### config.mk
export PLATFORM = sky130hd
export DESIGN_NAME = id_top
export DESIGN_NICKNAME = d
export VERILOG_FILES = /design/src/design/p_id_stage.sv /design/src/design/p_rv_isa.sv /design/src/design/feid_if.sv /design/src/design/id_top.sv /design/src/design/id_stage.sv /design/src/design/idop_reg.sv /design/src/design/decoder.sv /design/src/design/aligner.sv
export VERILOG_INCLUDE_DIRS = /design/src /design/src/design
export SDC_FILE = /design/constraint.sdc
export NUM_CORES = 1
export LEC_CHECK = 0
export ABC_AREA = 1
export ABC_CLOCK_PERIOD_IN_PS = 4520
export BUFFER_PORTS_ARGS = -buffer_cell sky130_fd_sc_hd__buf_2
export CORE_MARGIN = 5
export CORE_UTILIZATION = 38
export DETAILED_ROUTE_END_ITERATION = 8
export SLEW_MARGIN = 20
export SYNTH_ARGS = -nofsm -noshare
export SYNTH_HDL_FRONTEND = slang
export SYNTH_HIERARCHICAL = 1
export SYNTH_SLANG_ARGS = --single-unit
### constraint.sdc
create_clock -name s_clk_i -period 4.52 [get_ports s_clk_i]
set_clock_uncertainty 0.15 [all_clocks]
set_input_delay 0.904 -clock s_clk_i [delete_from_list [all_inputs] [get_ports s_clk_i]]
set_output_delay 0.904 -clock s_clk_i [all_outputs]
set_load 0.02 [all_outputs]
### src/design/id_macros.svh
/*
   Width definitions for the ID stage
   Scrub address range of the register-file read ports
*/
`ifndef ID_MACROS_SVH
`define ID_MACROS_SVH

// Register-file address width
`define RF_ADD_W 5

// Immediate payload carried to the OP stage
`define PAYLOAD_W 21

// Scrub range, register x0 is never scrubbed
`define SCRUB_FIRST 5'd1
`define SCRUB_LAST 5'd31

`endif
### src/design/p_id_stage.sv
/*
   Pipeline-stage types
   Source and instruction control, misconduct codes, fetch errors, stall indices
*/
package p_id_stage;

    // Operand sources for the OP stage
    typedef struct packed {
        logic rfrp1;    // Read port 1 needed
        logic rfrp2;    // Read port 2 needed
        logic zero1;    // rs1 is x0
        logic zero2;    // rs2 is x0
        logic imm;      // Payload used as operand
        logic pc;       // PC used as operand
    } sctrl;

    // One-hot instruction class, all zero marks an empty slot
    typedef struct packed {
        logic alu;
        logic load;
        logic store;
        logic branch;
        logic jump;
        logic upper;
        logic sys;
    } ictrl;

    typedef enum logic [2:0] {
        IMISCON_FREE         = 3'd0,
        IMISCON_ILLEGAL      = 3'd1,
        IMISCON_MISALIGN     = 3'd2,
        IMISCON_FETCH_ERR    = 3'd3,
        IMISCON_MISPRED_HINT = 3'd4
    } imiscon;

    // Error field of the fetch info
    typedef enum logic [2:0] {
        FETCH_OK     = 3'd0,
        FETCH_BUSERR = 3'd1,
        FETCH_INCER  = 3'd2
    } fetch_err_e;

    // Positions in the 5-bit stall vector
    localparam int PIPE_OP = 2;
    localparam int PIPE_EX = 3;
    localparam int PIPE_MA = 4;

endpackage

### src/design/p_rv_isa.sv
/*
   RV32I encoding types
   Register address, function code and major opcodes
*/
`include "id_macros.svh"

package p_rv_isa;

    // Register-file address
    typedef logic [`RF_ADD_W-1:0] rf_add;

    // funct7 bit 5 on top of funct3
    typedef logic [3:0] f_part;

    // Major opcodes of the base set
    typedef enum logic [6:0] {
        OPC_LOAD     = 7'b0000011,
        OPC_MISC_MEM = 7'b0001111,
        OPC_OP_IMM   = 7'b0010011,
        OPC_AUIPC    = 7'b0010111,
        OPC_STORE    = 7'b0100011,
        OPC_OP       = 7'b0110011,
        OPC_LUI      = 7'b0110111,
        OPC_BRANCH   = 7'b1100011,
        OPC_JALR     = 7'b1100111,
        OPC_JAL      = 7'b1101111,
        OPC_SYSTEM   = 7'b1110011
    } opcode_e;

endpackage

### src/design/feid_if.sv
/*
   Fetch to ID bundle
   Fetch word, info field and prediction bit
*/
`timescale 1ns/10ps

interface feid_if;

    logic [31:0] instr;     // Fetch word, 4-byte aligned
    logic [4:0]  info;      // Valid, upper-half start, fetch error
    logic        pred;      // Branch predicted taken

    modport fetch (output instr, info, pred);
    modport aligner (input instr, info, pred);

endinterface

### src/design/id_top.sv
/*
   ID stage top level
   Plain fetch ports onto the fetch bundle, decode stage with ID/OP outputs
*/
`timescale 1ns/10ps
`include "id_macros.svh"

module id_top (
    input  logic                  s_clk_i,
    input  logic                  arst_n_i,
    input  logic [31:0]           fe_instr_i,
    input  logic [4:0]            fe_info_i,
    input  logic                  fe_pred_i,
    input  logic [4:0]            stall_i,
    input  logic                  flush_i,
    input  logic                  scrub_en_i,
    output logic                  stall_o,     // Fetch holds its word
    output logic [`PAYLOAD_W-1:0] s_idop_payload_o,
    output p_rv_isa::f_part       s_idop_f_o,
    output p_rv_isa::rf_add       s_idop_rd_o,
    output p_rv_isa::rf_add       s_idop_rs1_o,
    output p_rv_isa::rf_add       s_idop_rs2_o,
    output p_id_stage::sctrl      s_idop_sctrl_o,
    output p_id_stage::ictrl      s_idop_ictrl_o,
    output p_id_stage::imiscon    s_idop_imiscon_o
);

    feid_if u_feid ();

    assign u_feid.instr = fe_instr_i;
    assign u_feid.info  = fe_info_i;
    assign u_feid.pred  = fe_pred_i;

    id_stage m_id_stage (
        .s_clk_i          (s_clk_i),
        .arst_n_i         (arst_n_i),
        .fe_i             (u_feid.aligner),
        .s_stall_i        (stall_i),
        .s_flush_i        (flush_i),
        .s_scrub_en_i     (scrub_en_i),
        .s_stall_o        (stall_o),
        .s_idop_payload_o (s_idop_payload_o),
        .s_idop_f_o       (s_idop_f_o),
        .s_idop_rd_o      (s_idop_rd_o),
        .s_idop_rs1_o     (s_idop_rs1_o),
        .s_idop_rs2_o     (s_idop_rs2_o),
        .s_idop_sctrl_o   (s_idop_sctrl_o),
        .s_idop_ictrl_o   (s_idop_ictrl_o),
        .s_idop_imiscon_o (s_idop_imiscon_o)
    );

endmodule

### src/design/id_stage.sv
/*
   Instruction decode stage
   Aligner, decoder, ID/OP registers, stall and flush control, read-port scrubbing
*/
`timescale 1ns/10ps
`include "id_macros.svh"

module id_stage (
    input  logic                  s_clk_i,
    input  logic                  arst_n_i,
    feid_if.aligner               fe_i,
    input  logic [4:0]            s_stall_i,
    input  logic                  s_flush_i,
    input  logic                  s_scrub_en_i,
    output logic                  s_stall_o,
    output logic [`PAYLOAD_W-1:0] s_idop_payload_o,
    output p_rv_isa::f_part       s_idop_f_o,
    output p_rv_isa::rf_add       s_idop_rd_o,
    output p_rv_isa::rf_add       s_idop_rs1_o,
    output p_rv_isa::rf_add       s_idop_rs2_o,
    output p_id_stage::sctrl      s_idop_sctrl_o,
    output p_id_stage::ictrl      s_idop_ictrl_o,
    output p_id_stage::imiscon    s_idop_imiscon_o
);

    logic                   s_stall_id, s_empty, s_nop, s_pred, s_aerr, s_scrub_upd;
    logic                   s_we_aux, s_we_esn, s_we_rs1, s_we_rs2;
    logic [31:0]            s_instr;
    logic [1:0]             s_free_rp;      // Decoded instruction leaves the port unused
    logic [`PAYLOAD_W-1:0]  s_payload;
    p_id_stage::fetch_err_e s_ferr;
    p_rv_isa::f_part        s_f;
    p_rv_isa::rf_add        s_rd, s_rs1, s_rs2, s_wrs1, s_wrs2, s_scrub_add;
    p_id_stage::sctrl       s_sctrl;
    p_id_stage::ictrl       s_ictrl, s_wictrl;
    p_id_stage::imiscon     s_imiscon, s_wimiscon;

    // An empty slot never holds the stage
    assign s_empty    = (s_idop_ictrl_o == '0) && (s_idop_imiscon_o == p_id_stage::IMISCON_FREE);
    assign s_stall_id = (|s_stall_i[p_id_stage::PIPE_MA:p_id_stage::PIPE_OP]) & ~s_empty;

    aligner m_aligner (
        .s_clk_i   (s_clk_i),
        .arst_n_i  (arst_n_i),
        .fe_i      (fe_i),
        .s_stall_i (s_stall_id),
        .s_flush_i (s_flush_i),
        .s_stall_o (s_stall_o),
        .s_nop_o   (s_nop),
        .s_instr_o (s_instr),
        .s_pred_o  (s_pred),
        .s_aerr_o  (s_aerr),
        .s_ferr_o  (s_ferr)
    );

    decoder m_decoder (
        .s_fetch_error_i (s_ferr),
        .s_align_error_i (s_aerr),
        .s_instr_i       (s_instr),
        .s_prediction_i  (s_pred),
        .s_rs1_o         (s_rs1),
        .s_rs2_o         (s_rs2),
        .s_rd_o          (s_rd),
        .s_payload_o     (s_payload),
        .s_f_o           (s_f),
        .s_sctrl_o       (s_sctrl),
        .s_ictrl_o       (s_ictrl),
        .s_imiscon_o     (s_imiscon)
    );

    assign s_we_aux = ~(s_flush_i | s_stall_id | s_nop);
    assign s_we_esn = s_flush_i | ~s_stall_id;     // Flush wins over stall

    // Empty slot on flush or when the aligner has nothing
    assign s_wictrl   = (s_flush_i | s_nop) ? '0 : s_ictrl;
    assign s_wimiscon = (s_flush_i | s_nop) ? p_id_stage::IMISCON_FREE : s_imiscon;

    assign s_free_rp[0] = s_sctrl.zero1 | ~s_sctrl.rfrp1;
    assign s_free_rp[1] = s_sctrl.zero2 | ~s_sctrl.rfrp2;

    // With scrubbing, an unneeded port takes the scrub address instead of holding
    assign s_we_rs1 = s_scrub_en_i ? ~(s_flush_i | s_stall_id) : s_we_aux & ~s_free_rp[0];
    assign s_we_rs2 = s_scrub_en_i ? ~(s_flush_i | s_stall_id) : s_we_aux & ~s_free_rp[1];
    assign s_wrs1   = (s_we_aux & ~s_free_rp[0]) ? s_rs1 : s_scrub_add;
    assign s_wrs2   = (s_we_aux & ~s_free_rp[1]) ? s_rs2 : s_scrub_add;

    assign s_scrub_upd = s_scrub_en_i &
                         (s_flush_i | (~s_stall_id & ((s_free_rp != 2'b00) | s_nop)));

    always_ff @(posedge s_clk_i or negedge arst_n_i) begin
        if (!arst_n_i) begin
            s_scrub_add <= `SCRUB_FIRST;
        end else if (s_scrub_upd) begin
            s_scrub_add <= (s_scrub_add == `SCRUB_LAST) ? `SCRUB_FIRST : s_scrub_add + 5'd1;
        end
    end

    idop_reg #(.T(logic [`PAYLOAD_W-1:0])) m_idop_payload (.s_clk_i(s_clk_i),
        .arst_n_i(arst_n_i), .s_we_i(s_we_aux), .s_d_i(s_payload), .s_q_o(s_idop_payload_o));
    idop_reg #(.T(p_rv_isa::f_part)) m_idop_f (.s_clk_i(s_clk_i),
        .arst_n_i(arst_n_i), .s_we_i(s_we_aux), .s_d_i(s_f), .s_q_o(s_idop_f_o));
    idop_reg #(.T(p_rv_isa::rf_add)) m_idop_rd (.s_clk_i(s_clk_i),
        .arst_n_i(arst_n_i), .s_we_i(s_we_aux), .s_d_i(s_rd), .s_q_o(s_idop_rd_o));
    idop_reg #(.T(p_rv_isa::rf_add)) m_idop_rs1 (.s_clk_i(s_clk_i),
        .arst_n_i(arst_n_i), .s_we_i(s_we_rs1), .s_d_i(s_wrs1), .s_q_o(s_idop_rs1_o));
    idop_reg #(.T(p_rv_isa::rf_add)) m_idop_rs2 (.s_clk_i(s_clk_i),
        .arst_n_i(arst_n_i), .s_we_i(s_we_rs2), .s_d_i(s_wrs2), .s_q_o(s_idop_rs2_o));
    idop_reg #(.T(p_id_stage::sctrl)) m_idop_sctrl (.s_clk_i(s_clk_i),
        .arst_n_i(arst_n_i), .s_we_i(s_we_aux), .s_d_i(s_sctrl), .s_q_o(s_idop_sctrl_o));
    idop_reg #(.T(p_id_stage::ictrl), .RST(1'b1)) m_idop_ictrl (.s_clk_i(s_clk_i),
        .arst_n_i(arst_n_i), .s_we_i(s_we_esn), .s_d_i(s_wictrl), .s_q_o(s_idop_ictrl_o));
    idop_reg #(.T(p_id_stage::imiscon), .RST(1'b1)) m_idop_imiscon (.s_clk_i(s_clk_i),
        .arst_n_i(arst_n_i), .s_we_i(s_we_esn), .s_d_i(s_wimiscon), .s_q_o(s_idop_imiscon_o));

endmodule

### src/design/idop_reg.sv
/*
   ID/OP pipeline register
   Any payload type, write enable, reset to zero when RST is set
*/
`timescale 1ns/10ps

module idop_reg #(
    parameter type T   = logic,
    parameter bit  RST = 1'b0
) (
    input  logic s_clk_i,
    input  logic arst_n_i,
    input  logic s_we_i,
    input  T     s_d_i,
    output T     s_q_o
);

    if (RST) begin : g_rst
        always_ff @(posedge s_clk_i or negedge arst_n_i) begin
            if (!arst_n_i) begin
                s_q_o <= T'(0);
            end else if (s_we_i) begin
                s_q_o <= s_d_i;
            end
        end
    end else begin : g_plain
        always_ff @(posedge s_clk_i) begin
            if (s_we_i) begin
                s_q_o <= s_d_i;
            end
        end
    end

endmodule

### src/design/decoder.sv
/*
   RV32I decoder
   Register addresses, immediate payload, function, control fields and misconduct
*/
`timescale 1ns/10ps
`include "id_macros.svh"

module decoder (
    input  p_id_stage::fetch_err_e s_fetch_error_i,
    input  logic                   s_align_error_i,
    input  logic [31:0]            s_instr_i,
    input  logic                   s_prediction_i,
    output p_rv_isa::rf_add        s_rs1_o,
    output p_rv_isa::rf_add        s_rs2_o,
    output p_rv_isa::rf_add        s_rd_o,
    output logic [`PAYLOAD_W-1:0]  s_payload_o,
    output p_rv_isa::f_part        s_f_o,
    output p_id_stage::sctrl       s_sctrl_o,
    output p_id_stage::ictrl       s_ictrl_o,
    output p_id_stage::imiscon     s_imiscon_o
);

    logic [`PAYLOAD_W-1:0] s_imm_i;
    logic [`PAYLOAD_W-1:0] s_imm_s;
    logic [`PAYLOAD_W-1:0] s_imm_b;
    logic [`PAYLOAD_W-1:0] s_imm_j;
    logic [`PAYLOAD_W-1:0] s_imm_u;
    logic                  s_alt;       // funct7 bit 5 is part of the function
    logic                  s_illegal;

    assign s_rd_o  = s_instr_i[11:7];
    assign s_rs1_o = s_instr_i[19:15];
    assign s_rs2_o = s_instr_i[24:20];
    assign s_f_o   = {s_alt & s_instr_i[30], s_instr_i[14:12]};

    // Sign-extended immediates, cut to the payload width
    assign s_imm_i = {{(`PAYLOAD_W-12){s_instr_i[31]}}, s_instr_i[31:20]};
    assign s_imm_s = {{(`PAYLOAD_W-12){s_instr_i[31]}}, s_instr_i[31:25], s_instr_i[11:7]};
    assign s_imm_b = {{(`PAYLOAD_W-13){s_instr_i[31]}}, s_instr_i[31], s_instr_i[7],
                      s_instr_i[30:25], s_instr_i[11:8], 1'b0};
    assign s_imm_j = {s_instr_i[31], s_instr_i[19:12], s_instr_i[20], s_instr_i[30:21], 1'b0};
    assign s_imm_u = {1'b0, s_instr_i[31:12]};  // Upper 20 bits, shifted in OP stage

    always_comb begin : decode
        s_sctrl_o   = '0;
        s_ictrl_o   = '0;
        s_payload_o = s_imm_i;
        s_alt       = 1'b0;
        s_illegal   = 1'b0;
        case (s_instr_i[6:0])
            p_rv_isa::OPC_LUI: begin
                s_ictrl_o.upper = 1'b1;
                s_sctrl_o.imm   = 1'b1;
                s_payload_o     = s_imm_u;
            end
            p_rv_isa::OPC_AUIPC: begin
                s_ictrl_o.upper = 1'b1;
                s_sctrl_o.imm   = 1'b1;
                s_sctrl_o.pc    = 1'b1;
                s_payload_o     = s_imm_u;
            end
            p_rv_isa::OPC_JAL: begin
                s_ictrl_o.jump = 1'b1;
                s_sctrl_o.pc   = 1'b1;
                s_payload_o    = s_imm_j;
            end
            p_rv_isa::OPC_JALR: begin
                s_ictrl_o.jump  = 1'b1;
                s_sctrl_o.rfrp1 = 1'b1;
            end
            p_rv_isa::OPC_BRANCH: begin
                s_ictrl_o.branch = 1'b1;
                s_sctrl_o.rfrp1  = 1'b1;
                s_sctrl_o.rfrp2  = 1'b1;
                s_payload_o      = s_imm_b;
            end
            p_rv_isa::OPC_LOAD: begin
                s_ictrl_o.load  = 1'b1;
                s_sctrl_o.rfrp1 = 1'b1;
            end
            p_rv_isa::OPC_STORE: begin
                s_ictrl_o.store = 1'b1;
                s_sctrl_o.rfrp1 = 1'b1;
                s_sctrl_o.rfrp2 = 1'b1;
                s_payload_o     = s_imm_s;
            end
            p_rv_isa::OPC_OP_IMM: begin
                s_ictrl_o.alu   = 1'b1;
                s_sctrl_o.rfrp1 = 1'b1;
                s_sctrl_o.imm   = 1'b1;
                s_alt           = (s_instr_i[14:12] == 3'b101);  // SRAI versus SRLI
            end
            p_rv_isa::OPC_OP: begin
                s_ictrl_o.alu   = 1'b1;
                s_sctrl_o.rfrp1 = 1'b1;
                s_sctrl_o.rfrp2 = 1'b1;
                s_alt           = 1'b1;
            end
            p_rv_isa::OPC_MISC_MEM, p_rv_isa::OPC_SYSTEM: begin
                s_ictrl_o.sys = 1'b1;   // CSR address travels in the payload
            end
            default: s_illegal = 1'b1;
        endcase
        s_sctrl_o.zero1 = s_sctrl_o.rfrp1 & (s_rs1_o == '0);
        s_sctrl_o.zero2 = s_sctrl_o.rfrp2 & (s_rs2_o == '0);
    end

    // Highest priority first
    always_comb begin : misconduct
        if (s_fetch_error_i != p_id_stage::FETCH_OK) begin
            s_imiscon_o = p_id_stage::IMISCON_FETCH_ERR;
        end else if (s_align_error_i) begin
            s_imiscon_o = p_id_stage::IMISCON_MISALIGN;
        end else if (s_illegal) begin
            s_imiscon_o = p_id_stage::IMISCON_ILLEGAL;
        end else if (s_prediction_i && !(s_ictrl_o.branch || s_ictrl_o.jump)) begin
            s_imiscon_o = p_id_stage::IMISCON_MISPRED_HINT;
        end else begin
            s_imiscon_o = p_id_stage::IMISCON_FREE;
        end
    end

endmodule

### src/design/aligner.sv
/*
   Instruction aligner
   Rebuilds instructions that straddle two fetch words, flags alignment and fetch errors
*/
`timescale 1ns/10ps

module aligner (
    input  logic                   s_clk_i,
    input  logic                   arst_n_i,
    feid_if.aligner                fe_i,
    input  logic                   s_stall_i,
    input  logic                   s_flush_i,
    output logic                   s_stall_o,
    output logic                   s_nop_o,
    output logic [31:0]            s_instr_o,
    output logic                   s_pred_o,
    output logic                   s_aerr_o,
    output p_id_stage::fetch_err_e s_ferr_o
);

    logic        s_valid;
    logic        s_upper;
    logic        s_half_vld;    // Upper halfword of previous word pending
    logic [15:0] s_half;

    assign s_valid = fe_i.info[0];
    assign s_upper = fe_i.info[1];

    // Low half comes from the stored halfword when one is pending
    assign s_instr_o = s_half_vld ? {fe_i.instr[15:0], s_half} : fe_i.instr;
    assign s_nop_o   = ~s_valid | (~s_half_vld & s_upper);
    assign s_aerr_o  = (s_instr_o[1:0] != 2'b11);   // Compressed encodings not supported
    assign s_ferr_o  = p_id_stage::fetch_err_e'(fe_i.info[4:2]);
    assign s_pred_o  = fe_i.pred;
    assign s_stall_o = s_stall_i;

    always_ff @(posedge s_clk_i or negedge arst_n_i) begin
        if (!arst_n_i) begin
            s_half_vld <= 1'b0;
        end else if (s_flush_i) begin
            s_half_vld <= 1'b0;
        end else if (!s_stall_i) begin
            // A straddling start keeps the chain going word after word
            s_half_vld <= s_valid & (s_half_vld | s_upper);
        end
    end

    // Upper halfword is kept whenever a word is consumed
    always_ff @(posedge s_clk_i) begin
        if (!s_stall_i && s_valid) begin
            s_half <= fe_i.instr[31:16];
        end
    end

endmodule

==> impl_results.md, run 1 <==
* Maximum number of pins on one net before global-route repair at 37
* Hold crit path type: in -> async
* Drt total wl at 10,900 um
* Worst setup path class: in -> reg
* Crit Reg-Reg Endpoint: m_id_stage/s_scrub_add[3]
* Cts hold-fix bufs at 0
* Library cells used by synthesis at 36
* Max FO, Critical Path at 12
* Total global routing overflow at 0
* Total power divided by cell area at 381 nW/um2
* Area of the multi-input gates at 1630 um2
* Ys async rst share at 0.205
* Site row count at 39
* Fin crit period at 2.99 ns
* Library cell with the highest instance count after synthesis: sky130_fd_sc_hd__nand2_1
* Period Utilization, post-route at 0.662
* Top cell type by total area after synthesis: sky130_fd_sc_hd__edfxtp_1
* CTS tree: built
* Average wire per standard cell at 14.6 um
* Met1 Resource Use GR at 0.211
* Clock root buffer: sky130_fd_sc_hd__clkbuf_16
* Post-Route Utilization at 0.454
* Clock transition at the registers of the reported paths at 0.06 ns
* Worst-case setup margin in the final layout at 1.53 ns
* Post-detailed-route via-to-cell ratio at 4.82
* Top flip-flop cell by instance count after synthesis: sky130_fd_sc_hd__edfxtp_1
* Width of the die at 118 um
* Synthesized area per cell at 8.67 um2
* Total power draw at 1.99 mW
* Total Nets Final at 645
* Arr. time, crit path at 3.07 ns
* Ranking of synthesized cells by area: sky130_fd_sc_hd__edfxtp_1 42%, sky130_fd_sc_hd__nand2_1 14%, sky130_fd_sc_hd__dfrtp_1 8.4%
* Slew HR at 0.547
* P_leak at 2.54 nW
* Proportion of layout cells with a drive suffix above 1 at 0.285
* Nature of the critical path endpoint: flip-flop
* Num CTS Buffers at 9
* Clock tree buffer depth at 2
* Number of detailed-route iterations in the first pass at 5
* Number of enable flip-flop cells after synthesis at 62
* Clock latency of the later-clocked register in the worst-skew pair at 0.34 ns
* Setup violations, final at 0
* Antenna violations before repair at 0
* VDD IR-drop max at 139 uV
* Global-route usage over all layers at 0.159
* Post-Route Setup TNS at 0 ns
* Number of input and output port buffers inserted at 101
* Wire length of the first global-routing pass at 18,000 um
* Die ar. at 14,000 um2
* Setup repair after global routing missed its margin: false
* Reported max-cap violation count at 0
* Area occupied by registers at 2260 um2
* Filler Cells Inserted at 1,140
* Portion of synthesized cell area occupied by the leading cell type at 0.418
* Most common library cells after synthesis: 168 x sky130_fd_sc_hd__nand2_1, 62 x sky130_fd_sc_hd__edfxtp_1, 58 x sky130_fd_sc_hd__inv_1
* Endpoint required time on the critical path at 4.60 ns
* Initial Utilization at 0.388
* Met2 Track Usage GR at 0.257
* Launching element type of the critical path: primary input
* Starting DRT DRC Count at 239
* Number of sinks on the clock net at 78
* Peak clock frequency supported by timing at 334 MHz
* Sequential share of the synthesized area at 0.508
* Hold violation count in the final report at 0
* Total number of yosys warnings at 6
* Core box area at 11,500 um2
* Global routing's busiest layer: met2
* Nets in the synthesized netlist at 563
* Pins Over Slew Limit at 0
* Antenna Violating Nets Remaining at 0
* Detailed-placement wirelength estimate at 8350 um
* ANT cells at 0
* Result of the run: complete, no violations
* Drc violations at 0
* Synthesis-stage register bit count at 78
* Post_cts resized at 0
* Slew at the pin with the worst max-slew slack at 0.672 ns
* Routability cong. at 0.914
* Worst r2r path cells at 15
* Syn Inst Count at 514
* Number of primary I/O pins at 104
* Area growth, synth to finish at 16.9%
* GR Util met3 at 0.0363
* H-tree level count at 3
* Cell area after synthesis at 4450 um2
* Post CTS Setup Buffer Count at 0
* Routed via count at 3,583
* Via count of the first global-routing pass at 3,556
* Crit Reg-Reg Startpoint: m_id_stage/m_aligner/s_half_vld
* Die Y-Extent at 118 um
* Register-to-register setup slack at 1.56 ns
* Worst slack at placement at 1.20 ns
through the flow:
step / hold slack [ns] / instance area [um2] / cells
after global routing: 0.362 / 5210 / 744
final: 0.330 / 5210 / 744
after detailed placement: 0.345 / 4900 / 728
after CTS: 0.327 / 5210 / 744
after floorplan: 0.323 / 4450 / 514
after global placement: 0.341 / 4900 / 728
critical path: stages:
cell and delay, ns:
sky130_fd_sc_hd__buf_2 0.07, sky130_fd_sc_hd__inv_1 0.04, sky130_fd_sc_hd__o21ai_0 0.52, sky130_fd_sc_hd__inv_2 0.15, sky130_fd_sc_hd__nor2_4 0.29, sky130_fd_sc_hd__nand2_1 0.08, sky130_fd_sc_hd__nand2_1 0.11, sky130_fd_sc_hd__nor2_1 0.06
sky130_fd_sc_hd__nor2_1 0.21, sky130_fd_sc_hd__nor2_4 0.10, sky130_fd_sc_hd__nand3_1 0.11, sky130_fd_sc_hd__nand2_1 0.06, sky130_fd_sc_hd__inv_2 0.10, sky130_fd_sc_hd__nand2_2 0.10, sky130_fd_sc_hd__nand2_1 0.08, sky130_fd_sc_hd__nand2_1 0.05
metal layers:
layer / part of all wire / up-vias
met5: 0 / -
li1: - / 1798
met4: 0.020 / 0
met1: 0.46 / 1641
met3: 0.060 / 15
met2: 0.46 / 129
kinds of logic (layout without fill, tap and decap cells):
kind of cell               Yosys count  after routing  share of synthesized area
AOI/OAI and AO/OA                   43             43                     0.0522
xor gates and xnor gates             1              1                    0.00197
adders and majority gates            2              2                    0.00562
buffers and inverters              108            195                      0.128
DFF                                 78             78                      0.508
and+or+nand+nor                    282            282                      0.304
sequential cells by signal, indices dropped and copies added, names as in the netlist, 3 cells and up:
signal                           count
m_id_stage/m_idop_payload/s_q_o     21
m_id_stage/m_aligner/s_half         16
m_id_stage/m_idop_ictrl/s_q_o        7
m_id_stage/m_idop_sctrl/s_q_o        6
m_id_stage/m_idop_rd/s_q_o           5
m_id_stage/m_idop_rs1/s_q_o          5
m_id_stage/m_idop_rs2/s_q_o          5
m_id_stage/s_scrub_add               5
m_id_stage/m_idop_f/s_q_o            4
m_id_stage/m_idop_imiscon/s_q_o      3
cell usage in the layout (no fill, tap or decap), drive strengths merged:
cell      n
clkinv    3
nor2     41
and2      1
clkbuf   11
a211oi    1
nand4    11
xor2      1
nor3      4
or2       1
dfrtp    15
bufinv    2
o211ai    1
o21ai    37
edfxtp   62
nand3b    8
nand3    33
inv      71
o22ai     1
dfstp     1
nand2   183
a21oi     3
ha        2
buf     108
worst max-delay path by stage:
stage | from | to | slack (ns) | cells past startpoint
6_report | fe_instr_i[6] | m_id_stage/s_scrub_add[3] | 1.53 | 16
5_1_grt | fe_instr_i[6] | m_id_stage/s_scrub_add[1] | 1.23 | 16
4_1_cts | fe_instr_i[6] | m_id_stage/s_scrub_add[4] | 1.56 | 16
3_5_place_dp | fe_instr_i[6] | m_id_stage/s_scrub_add[3] | 1.20 | 16
3_3_place_gp | fe_instr_i[6] | m_id_stage/s_scrub_add[4] | 1.27 | 16
2_1_floorplan | stall_i[3] | m_id_stage/m_idop_f/s_q_o[0] | 1.07 | 5
power by group:
group / switching [mW] / total, mW / internal (mW)
Clock: 0.275 / 0.755 / 0.480
Sequential: 0.0359 / 0.888 / 0.852
Combinational: 0.234 / 0.342 / 0.108
final cells by class:
cell class | count | share of cell area
timing repair buffer | 108 | 0.107
multi-input combinational | 328 | 0.313
tap | 143 | 0.0344
inverter | 71 | 0.0522
clock inverter | 5 | 0.0142
clock buffer | 11 | 0.0447
sequential | 78 | 0.435
(Power assumes the default switching activity.)
==> run 2: changes to the inputs <==
- ABC_AREA: 1 -> 0
- ABC_CLOCK_PERIOD_IN_PS: 4520 -> 3000
- clock period: 4.52 -> 3 ns (I/O delays scaled with it)
==> run 2 against run 1 <==
Compared with the run above:
- global-route usage fell by 0.27 points
- sequential share of layout area fell by 1.0 points
- combinational power increased by 85%
- total power is 57% higher
- routed wire length fell by 3.9%
- register-to-register slack worse by 1.5 ns
- synthesized area is 2.9% lower
- die area fell by 2.7%
- utilization up 2.0 points
- hold slack got worse by 0.30 ns
- critical path type is now reg -> reg
- largest power group unchanged
==> impl_results.md, run 2 <==
* Highest metal used: met4
* Reported max-cap violation count at 0
* Launching element type of the critical path: flip-flop
* Via count of the first global-routing pass at 2,932
* Detailed-routing wirelength on met1 at 4400 um
* CTS tree: built
* Clock transition at the registers of the reported paths at 0.06 ns
* Number of flip-flops under the largest register name at 21
* Combinational power share at 0.204
* Pins Over Slew Limit at 0
* Worst setup path class: reg -> reg
* Peak clock frequency supported by timing at 340 MHz
* Portion of synthesized cell area occupied by the leading cell type at 0.431
* Filler Cells Inserted at 1,050
* Regs by FF count: m_id_stage/m_idop_payload/s_q_o x21, m_id_stage/m_aligner/s_half x16, m_id_stage/m_idop_ictrl/s_q_o x7
* Die Y-Extent at 117 um
* Width of the die at 117 um
* Total number of yosys warnings at 6
* Result of the run: complete, no violations
* Number of detailed-route iterations in the first pass at 4
* Top cell type by total area after synthesis: sky130_fd_sc_hd__edfxtp_1
* Switching power summed over all nets at 850 uW
* Drc violations at 0
* Drt total wl at 10,400 um
* Setup violations, final at 0
* Sw Share at 0.274
* Maximum number of pins on one net before global-route repair at 34
* Clock root buffer: sky130_fd_sc_hd__clkbuf_16
* Area growth, synth to finish at 23.4%
* Total global routing overflow at 0
* Routed via count at 2,910
* Register with the most flip-flops: m_id_stage/m_idop_payload/s_q_o
* Slew at the pin with the worst max-slew slack at 0.756 ns
* Number of enable flip-flop cells after synthesis at 62
* Core box area at 11,300 um2
* Synthesis-stage register bit count at 78
* H-tree level count at 3
* Slew HR at 0.493
* Total power divided by cell area at 582 nW/um2
* Arr. time, crit path at 2.87 ns
* Sequential group share of total power at 0.436
* Num CTS Buffers at 9
* Syn Inst Count at 310
* Met2 Routed Length at 5200 um
* Clock Power Share at 0.360
* Initial Utilization at 0.384
* Top flip-flop cell by instance count after synthesis: sky130_fd_sc_hd__edfxtp_1
* Hold crit path type: in -> async
* Antenna violations before repair at 0
* Global-route usage over all layers at 0.157
* Crit Reg-Reg Startpoint: m_id_stage/m_aligner/s_half_vld
* ANT cells at 0
* Total power draw at 3.11 mW
* Most common library cells after synthesis: 62 x sky130_fd_sc_hd__edfxtp_1, 39 x sky130_fd_sc_hd__mux2_4, 25 x sky130_fd_sc_hd__buf_4
* Number of primary I/O pins at 104
* Number of input and output port buffers inserted at 101
* Nets in the synthesized netlist at 359
* Die ar. at 13,600 um2
* VDD IR-drop max at 267 uV
* Proportion of layout cells with a drive suffix above 1 at 0.553
* Cell internal pwr at 2.26 mW
* Cell area after synthesis at 4320 um2
* P_leak at 2.30 nW
* Most common cell after layout, fill and taps aside: sky130_fd_sc_hd__buf_2
* Fin crit period at 2.94 ns
* Total Nets Final at 469
* Worst hold slack at 0.0285 ns
* Number of sinks on the clock net at 78
* Max FO, Critical Path at 6
* Clock latency of the later-clocked register in the worst-skew pair at 0.34 ns
* Detailed route wirelength on metal3 at 570 um
* Endpoint required time on the critical path at 2.93 ns
* Most used cells in the layout excluding fill and tap cells: 101 x sky130_fd_sc_hd__buf_2, 62 x sky130_fd_sc_hd__edfxtp_1, 39 x sky130_fd_sc_hd__mux2_4
* Placed instance area at 4990 um2
* Ys async rst share at 0.205
* Register-to-register setup slack at 0.06 ns
* Period Utilization, post-route at 0.980
* Clock tree buffer depth at 2
* Starting DRT DRC Count at 166
* Non-Filler Cell Area, Final at 5340 um2
* Setup repair after global routing missed its margin: true
* Hold violation count in the final report at 0
* Ranking of synthesized cells by area: sky130_fd_sc_hd__edfxtp_1 43%, sky130_fd_sc_hd__mux2_4 14%, sky130_fd_sc_hd__dfrtp_1 8.7%
* Crit Reg-Reg Endpoint: m_id_stage/m_idop_rs1/s_q_o[2]
* Synthesized area per cell at 13.9 um2
* Site row count at 39
* Detailed-placement wirelength estimate at 7960 um
* Routability cong. at 0.879
* Post-Route Utilization at 0.474
* Worst r2r path cells at 9
* Post CTS Setup Buffer Count at 0
* Antenna Violating Nets Remaining at 0
* Library cells used by synthesis at 58
* Library cell with the highest instance count after synthesis: sky130_fd_sc_hd__edfxtp_1
* Post-detailed-route via-to-cell ratio at 5.12
* Average wire per standard cell at 18.4 um
* Wire length of the first global-routing pass at 15,800 um
* Nature of the critical path endpoint: flip-flop
* Sequential share of the synthesized area at 0.523
## run 2: changes by cell type in the layout (fill, tap and decap cells not counted), sizes merged, moves of 21 or more
cell / delta
mux2: +61
nor2: -21
buf: +28
nand3: -30
inv: -63
o21ai: -31
nand2: -175
## run 2: cell families after synthesis
| family | count (synthesis) | synth area share |
|---|---|---|
| flip-flops | 78 | 0.523 |
| buffers and inverters | 42 | 0.0778 |
| multiplexers | 62 | 0.195 |
| AND/OR/NAND/NOR | 83 | 0.121 |
| adder cells (fa/ha/maj) | 2 | 0.00579 |
| AO/OA/AOI/OAI | 43 | 0.0767 |
## run 2: critical path: stages (launching register included)
cell,delay (ns)
sky130_fd_sc_hd__dfrtp_2,0.43
sky130_fd_sc_hd__buf_4,0.18
sky130_fd_sc_hd__mux2_4,0.32
sky130_fd_sc_hd__and3b_2,0.21
sky130_fd_sc_hd__nor2_2,0.10
sky130_fd_sc_hd__nor3_2,0.07
sky130_fd_sc_hd__and3_4,0.17
sky130_fd_sc_hd__or2b_4,0.25
sky130_fd_sc_hd__or4_4,0.49
sky130_fd_sc_hd__mux2_4,0.32
## run 2: area by class of cell
type / count / area (um2) / share of cell area
Clock buffer: 9 / 225 / 0.0422
Inverter: 5 / 18.8 / 0.00352
Sequential cell: 78 / 2260 / 0.424
Timing Repair Buffer: 136 / 793 / 0.149
Clock inverter: 7 / 80.1 / 0.0150
Multi-Input combinational cell: 190 / 1780 / 0.333
Tap cell: 143 / 179 / 0.0335
## run 2: worst max path at each step
stage / startpoint / endpoint / slack [ns]
finish: m_id_stage/m_aligner/s_half_vld / m_id_stage/m_idop_rs1/s_q_o[2] / 0.06
global route: m_id_stage/m_aligner/s_half_vld / m_id_stage/s_scrub_add[2] / -0.02
CTS: m_id_stage/m_aligner/s_half_vld / m_id_stage/m_idop_rs1/s_q_o[4] / 0.02
detailed placement: fe_instr_i[24] / m_id_stage/s_scrub_add[1] / -0.16
global placement: fe_instr_i[4] / m_id_stage/m_idop_rs1/s_q_o[1] / -0.11
floorplan: m_id_stage/m_aligner/s_half_vld / m_id_stage/m_idop_rs1/s_q_o[0] / -0.06
## run 2: through the flow
stage / cells / worst slack, ns / setup TNS [ns]
2_1_floorplan: 310 / -0.0596 / -0.298
3_3_place_gp: 552 / -0.114 / -1.49
3_5_place_dp: 552 / -0.155 / -2.25
4_1_cts: 568 / 0.0161 / 0
5_1_grt: 568 / -0.0224 / -0.0622
6_report: 568 / 0.0588 / 0
## run 2: routing by layer
metal | track usage | up-vias
met5 | 0 | -
met1 | 0.199 | 1433
met4 | 0.0680 | 0
li1 | - | 1374
met3 | 0.0228 | 20
met2 | 0.266 | 83
## run 2: timing repair
item | 4_1_cts | 5_1_grt
cloned | 0 | 0
hold buffers | 0 | 0
setup endpoints to repair | 13 | 17
resized for setup | 3 | 7
## run 2: power by group through the flow
stage | Sequential, mW | Clock (mW) | Combinational [mW]
floorplan | 1.41 | 0 | 0.422
global placement | 1.38 | 0 | 0.614
detailed placement | 1.38 | 0 | 0.627
global route | 1.37 | 1.19 | 0.686
finish | 1.36 | 1.12 | 0.634
CTS | 1.36 | 1.14 | 0.632
==> run 3: changes to the inputs <==
- ABC_CLOCK_PERIOD_IN_PS: 3000 -> 3050
- SYNTH_HIERARCHICAL: 1 -> not set
- clock period: 3 -> 3.05 ns (I/O delays scaled with it)
==> run 3 against run 2 <==
Compared with the run above:
- critical path depth down 5
- sequential share of layout area rose by 5.2 points
- critical path type is now reg -> out
- combinational power down 4.9%
- total power decreased by 15%
- setup slack better by 0.21 ns
- clock power fell by 39%
- synthesized area down 11%
- via count rose by 3.5%
==> impl_results.md, run 3 <==
* Result of the run: complete, no violations
* Post-Route Setup TNS at 0 ns
* Detailed-placement wirelength estimate at 7810 um
* Number of flip-flops under the largest register name at 21
* Slew at the pin with the worst max-slew slack at 0.747 ns
* Drc violations at 0
* H-tree level count at 3
* Worst slack at placement at 0.362 ns
* Post-detailed-route via-to-cell ratio at 5.30
* Total number of yosys warnings at 0
* Arr. time, crit path at 2.02 ns
* Max FO, Critical Path at 6
* Buf+Inv Stages, Crit Path at 1
* VDD IR-drop max at 326 uV
* Most common cell after layout, fill and taps aside: sky130_fd_sc_hd__buf_2
* Area growth, synth to finish at 23.6%
* Endpoint required time on the critical path at 2.29 ns
* Number of sinks on the clock net at 78
* Ys async rst share at 0.205
* Drt total wl at 10,100 um
* Post CTS Setup Buffer Count at 0
* Setup repair after global routing missed its margin: false
* Period Utilization, post-route at 0.911
* Cts hold-fix bufs at 0
* Via count of the first global-routing pass at 2,991
* Most common library cells after synthesis: 62 x sky130_fd_sc_hd__edfxtp_1, 31 x sky130_fd_sc_hd__mux2i_1, 23 x sky130_fd_sc_hd__nand2_1
* CTS tree: built
* Library cells used by synthesis at 51
* Routability cong. at 0.849
* Initial Utilization at 0.392
* Hold crit path type: in -> async
* Reported max-cap violation count at 0
* Pins Over Slew Limit at 0
* Num CTS Buffers at 9
* Portion of synthesized cell area occupied by the leading cell type at 0.484
* Antenna Violating Nets Remaining at 0
* Launching element type of the critical path: flip-flop
* Routed via count at 3,013
* Library cell with the highest instance count after synthesis: sky130_fd_sc_hd__edfxtp_1
* Register with the most flip-flops: m_id_stage.m_idop_payload.s_q_o
* Synthesis-stage register bit count at 78
* Cell family with the largest share of critical-path delay: simple AND/OR/NAND/NOR gates
* Synthesized area per cell at 12.3 um2
* Nets in the synthesized netlist at 361
* Clock latency of the later-clocked register in the worst-skew pair at 0.36 ns
* Slew HR at 0.501
* Proportion of layout cells with a drive suffix above 1 at 0.367
* Setup violations, final at 0
* Number of primary I/O pins at 104
* Maximum number of pins on one net before global-route repair at 27
* Width of the die at 111 um
* Nature of the critical path endpoint: output port
* Wire length of the first global-routing pass at 16,200 um
* Starting DRT DRC Count at 237
* Worst-case setup margin in the final layout at 0.270 ns
* Number of input and output port buffers inserted at 101
* Hold violation count in the final report at 0
* Top cell type by total area after synthesis: sky130_fd_sc_hd__edfxtp_1
* Total Nets Final at 480
* Die Y-Extent at 111 um
* Clock root buffer: sky130_fd_sc_hd__clkbuf_8
* Library cell contributing the largest single delay on the critical path: sky130_fd_sc_hd__or4_1
* Top flip-flop cell by instance count after synthesis: sky130_fd_sc_hd__edfxtp_1
* Post_cts resized at 0
* Filler Cells Inserted at 939
* Number of detailed-route iterations in the first pass at 6
* Clock tree buffer depth at 2
* ANT cells at 0
* P_leak at 1.96 nW
* Average wire per standard cell at 17.8 um
* Die ar. at 12,200 um2
* Core box area at 9820 um2
* Worst setup path class: reg -> out
* Cell-by-cell trace of the critical path: or4_1 -> nor4_4 -> nor2_1 -> buf_2
* Most used cells in the layout excluding fill and tap cells: 101 x sky130_fd_sc_hd__buf_2, 62 x sky130_fd_sc_hd__edfxtp_1, 31 x sky130_fd_sc_hd__mux2i_1
* Crit path largest cell delay at 0.58 ns
* Sequential share of the synthesized area at 0.589
* Ranking of synthesized cells by area: sky130_fd_sc_hd__edfxtp_1 48%, sky130_fd_sc_hd__dfrtp_1 9.8%, sky130_fd_sc_hd__mux2i_1 8.1%
* Cell area after synthesis at 3840 um2
* Fin crit period at 2.78 ns
* Antenna violations before repair at 1
* Clock transition at the registers of the reported paths at 0.08 ns
* Total global routing overflow at 0
* Global-route usage over all layers at 0.167
* Site row count at 36
* Number of enable flip-flop cells after synthesis at 62
* Total power draw at 2.64 mW
* Peak clock frequency supported by timing at 360 MHz
* Syn Inst Count at 312
* Total power divided by cell area at 557 nW/um2
* Regs by FF count: m_id_stage.m_idop_payload.s_q_o x21, m_id_stage.m_aligner.s_half x16, m_id_stage.m_idop_ictrl.s_q_o x7
run 3: cell types whose count changed in the layout (fill, tap and decap cells not counted), moves of 10 or more:
cell                       delta
sky130_fd_sc_hd__buf_4       -13
sky130_fd_sc_hd__mux2_4      -36
sky130_fd_sc_hd__mux2i_1     +30
sky130_fd_sc_hd__mux2_2      -11
sky130_fd_sc_hd__inv_1       +10
sky130_fd_sc_hd__nand2_1     +16
sky130_fd_sc_hd__o21ai_0     +10
sky130_fd_sc_hd__o221ai_1    +11
run 3: cells by family after synthesis:
family,share of synthesized area
AND/OR/NAND/NOR,0.136
multiplexers,0.125
flip-flops,0.589
adder cells (fa/ha/maj),0.00651
AO/OA/AOI/OAI,0.104
buffers and inverters,0.0397
run 3: worst reg2reg max path, stage by stage, from the launching register on:
cell	delay, ns
sky130_fd_sc_hd__dfrtp_2	0.61
sky130_fd_sc_hd__buf_4	0.33
sky130_fd_sc_hd__nand2b_1	0.11
sky130_fd_sc_hd__o32ai_1	0.38
sky130_fd_sc_hd__and2_1	0.38
sky130_fd_sc_hd__nand2_1	0.20
sky130_fd_sc_hd__nand2_1	0.17
sky130_fd_sc_hd__o221ai_1	0.14
run 3: report_power, final:
| part | switching (mW) | internal [mW] |
|---|---|---|
| logic | 0.353 | 0.250 |
| clock network | 0.389 | 0.296 |
| registers | 0.0665 | 1.29 |
| total | 0.808 | 1.84 |
run 3: layer usage:
| metal | global-route usage | up-vias | share of wire | routed length, um |
|---|---|---|---|---|
| li1 | - | 1420 | - | - |
| met1 | 0.238 | 1448 | 0.46 | 4670 |
| met2 | 0.248 | 126 | 0.45 | 4530 |
| met3 | 0.0470 | 17 | 0.073 | 739 |
| met4 | 0.0476 | 2 | 0.018 | 181 |
| met5 | 0 | - | 0.00069 | 7 |
run 3: through the flow:
stage / util / hold WS [ns] / cells / area, um2
after floorplan: - / 0.164 / 312 / 3850
after global placement: 0.466 / 0.329 / 553 / 4580
after detailed placement: 0.466 / 0.334 / 553 / 4580
after CTS: 0.484 / 0.0164 / 569 / 4750
after global routing: 0.484 / 0.0300 / 569 / 4750
final: 0.484 / 0.0135 / 569 / 4750
run 3: layout make-up:
| type | count | area (um2) | share of cell area |
|---|---|---|---|
| Multi-Input combinational cell | 205 | 1430 | 0.301 |
| Tap cell | 133 | 166 | 0.0350 |
| Timing Repair Buffer | 121 | 656 | 0.138 |
| Clock inverter | 7 | 48.8 | 0.0103 |
| Inverter | 16 | 62.6 | 0.0132 |
| Clock buffer | 9 | 124 | 0.0261 |
| Sequential cell | 78 | 2260 | 0.477 |
run 3: final timing paths:
check | start | end | slack (ns) | cells after the start
setup / recovery | m_id_stage.m_idop_ictrl.s_q_o[5] | stall_o | 0.27 | 4
hold / removal | arst_n_i | m_id_stage.m_idop_imiscon.s_q_o[1] | 0.01 | 1
setup reg to reg | m_id_stage.m_aligner.s_half_vld | m_id_stage.m_idop_payload.s_q_o[4] | 0.33 | 7
hold reg to reg | m_id_stage.m_idop_imiscon.s_q_o[1] | m_id_stage.m_idop_imiscon.s_q_o[1] | 0.36 | 1
max in group asynchronous | arst_n_i | m_id_stage.s_scrub_add[0] | 2.42 | 1
min in group s_clk_i | fe_instr_i[29] | m_id_stage.m_aligner.s_half[13] | 0.29 | 1
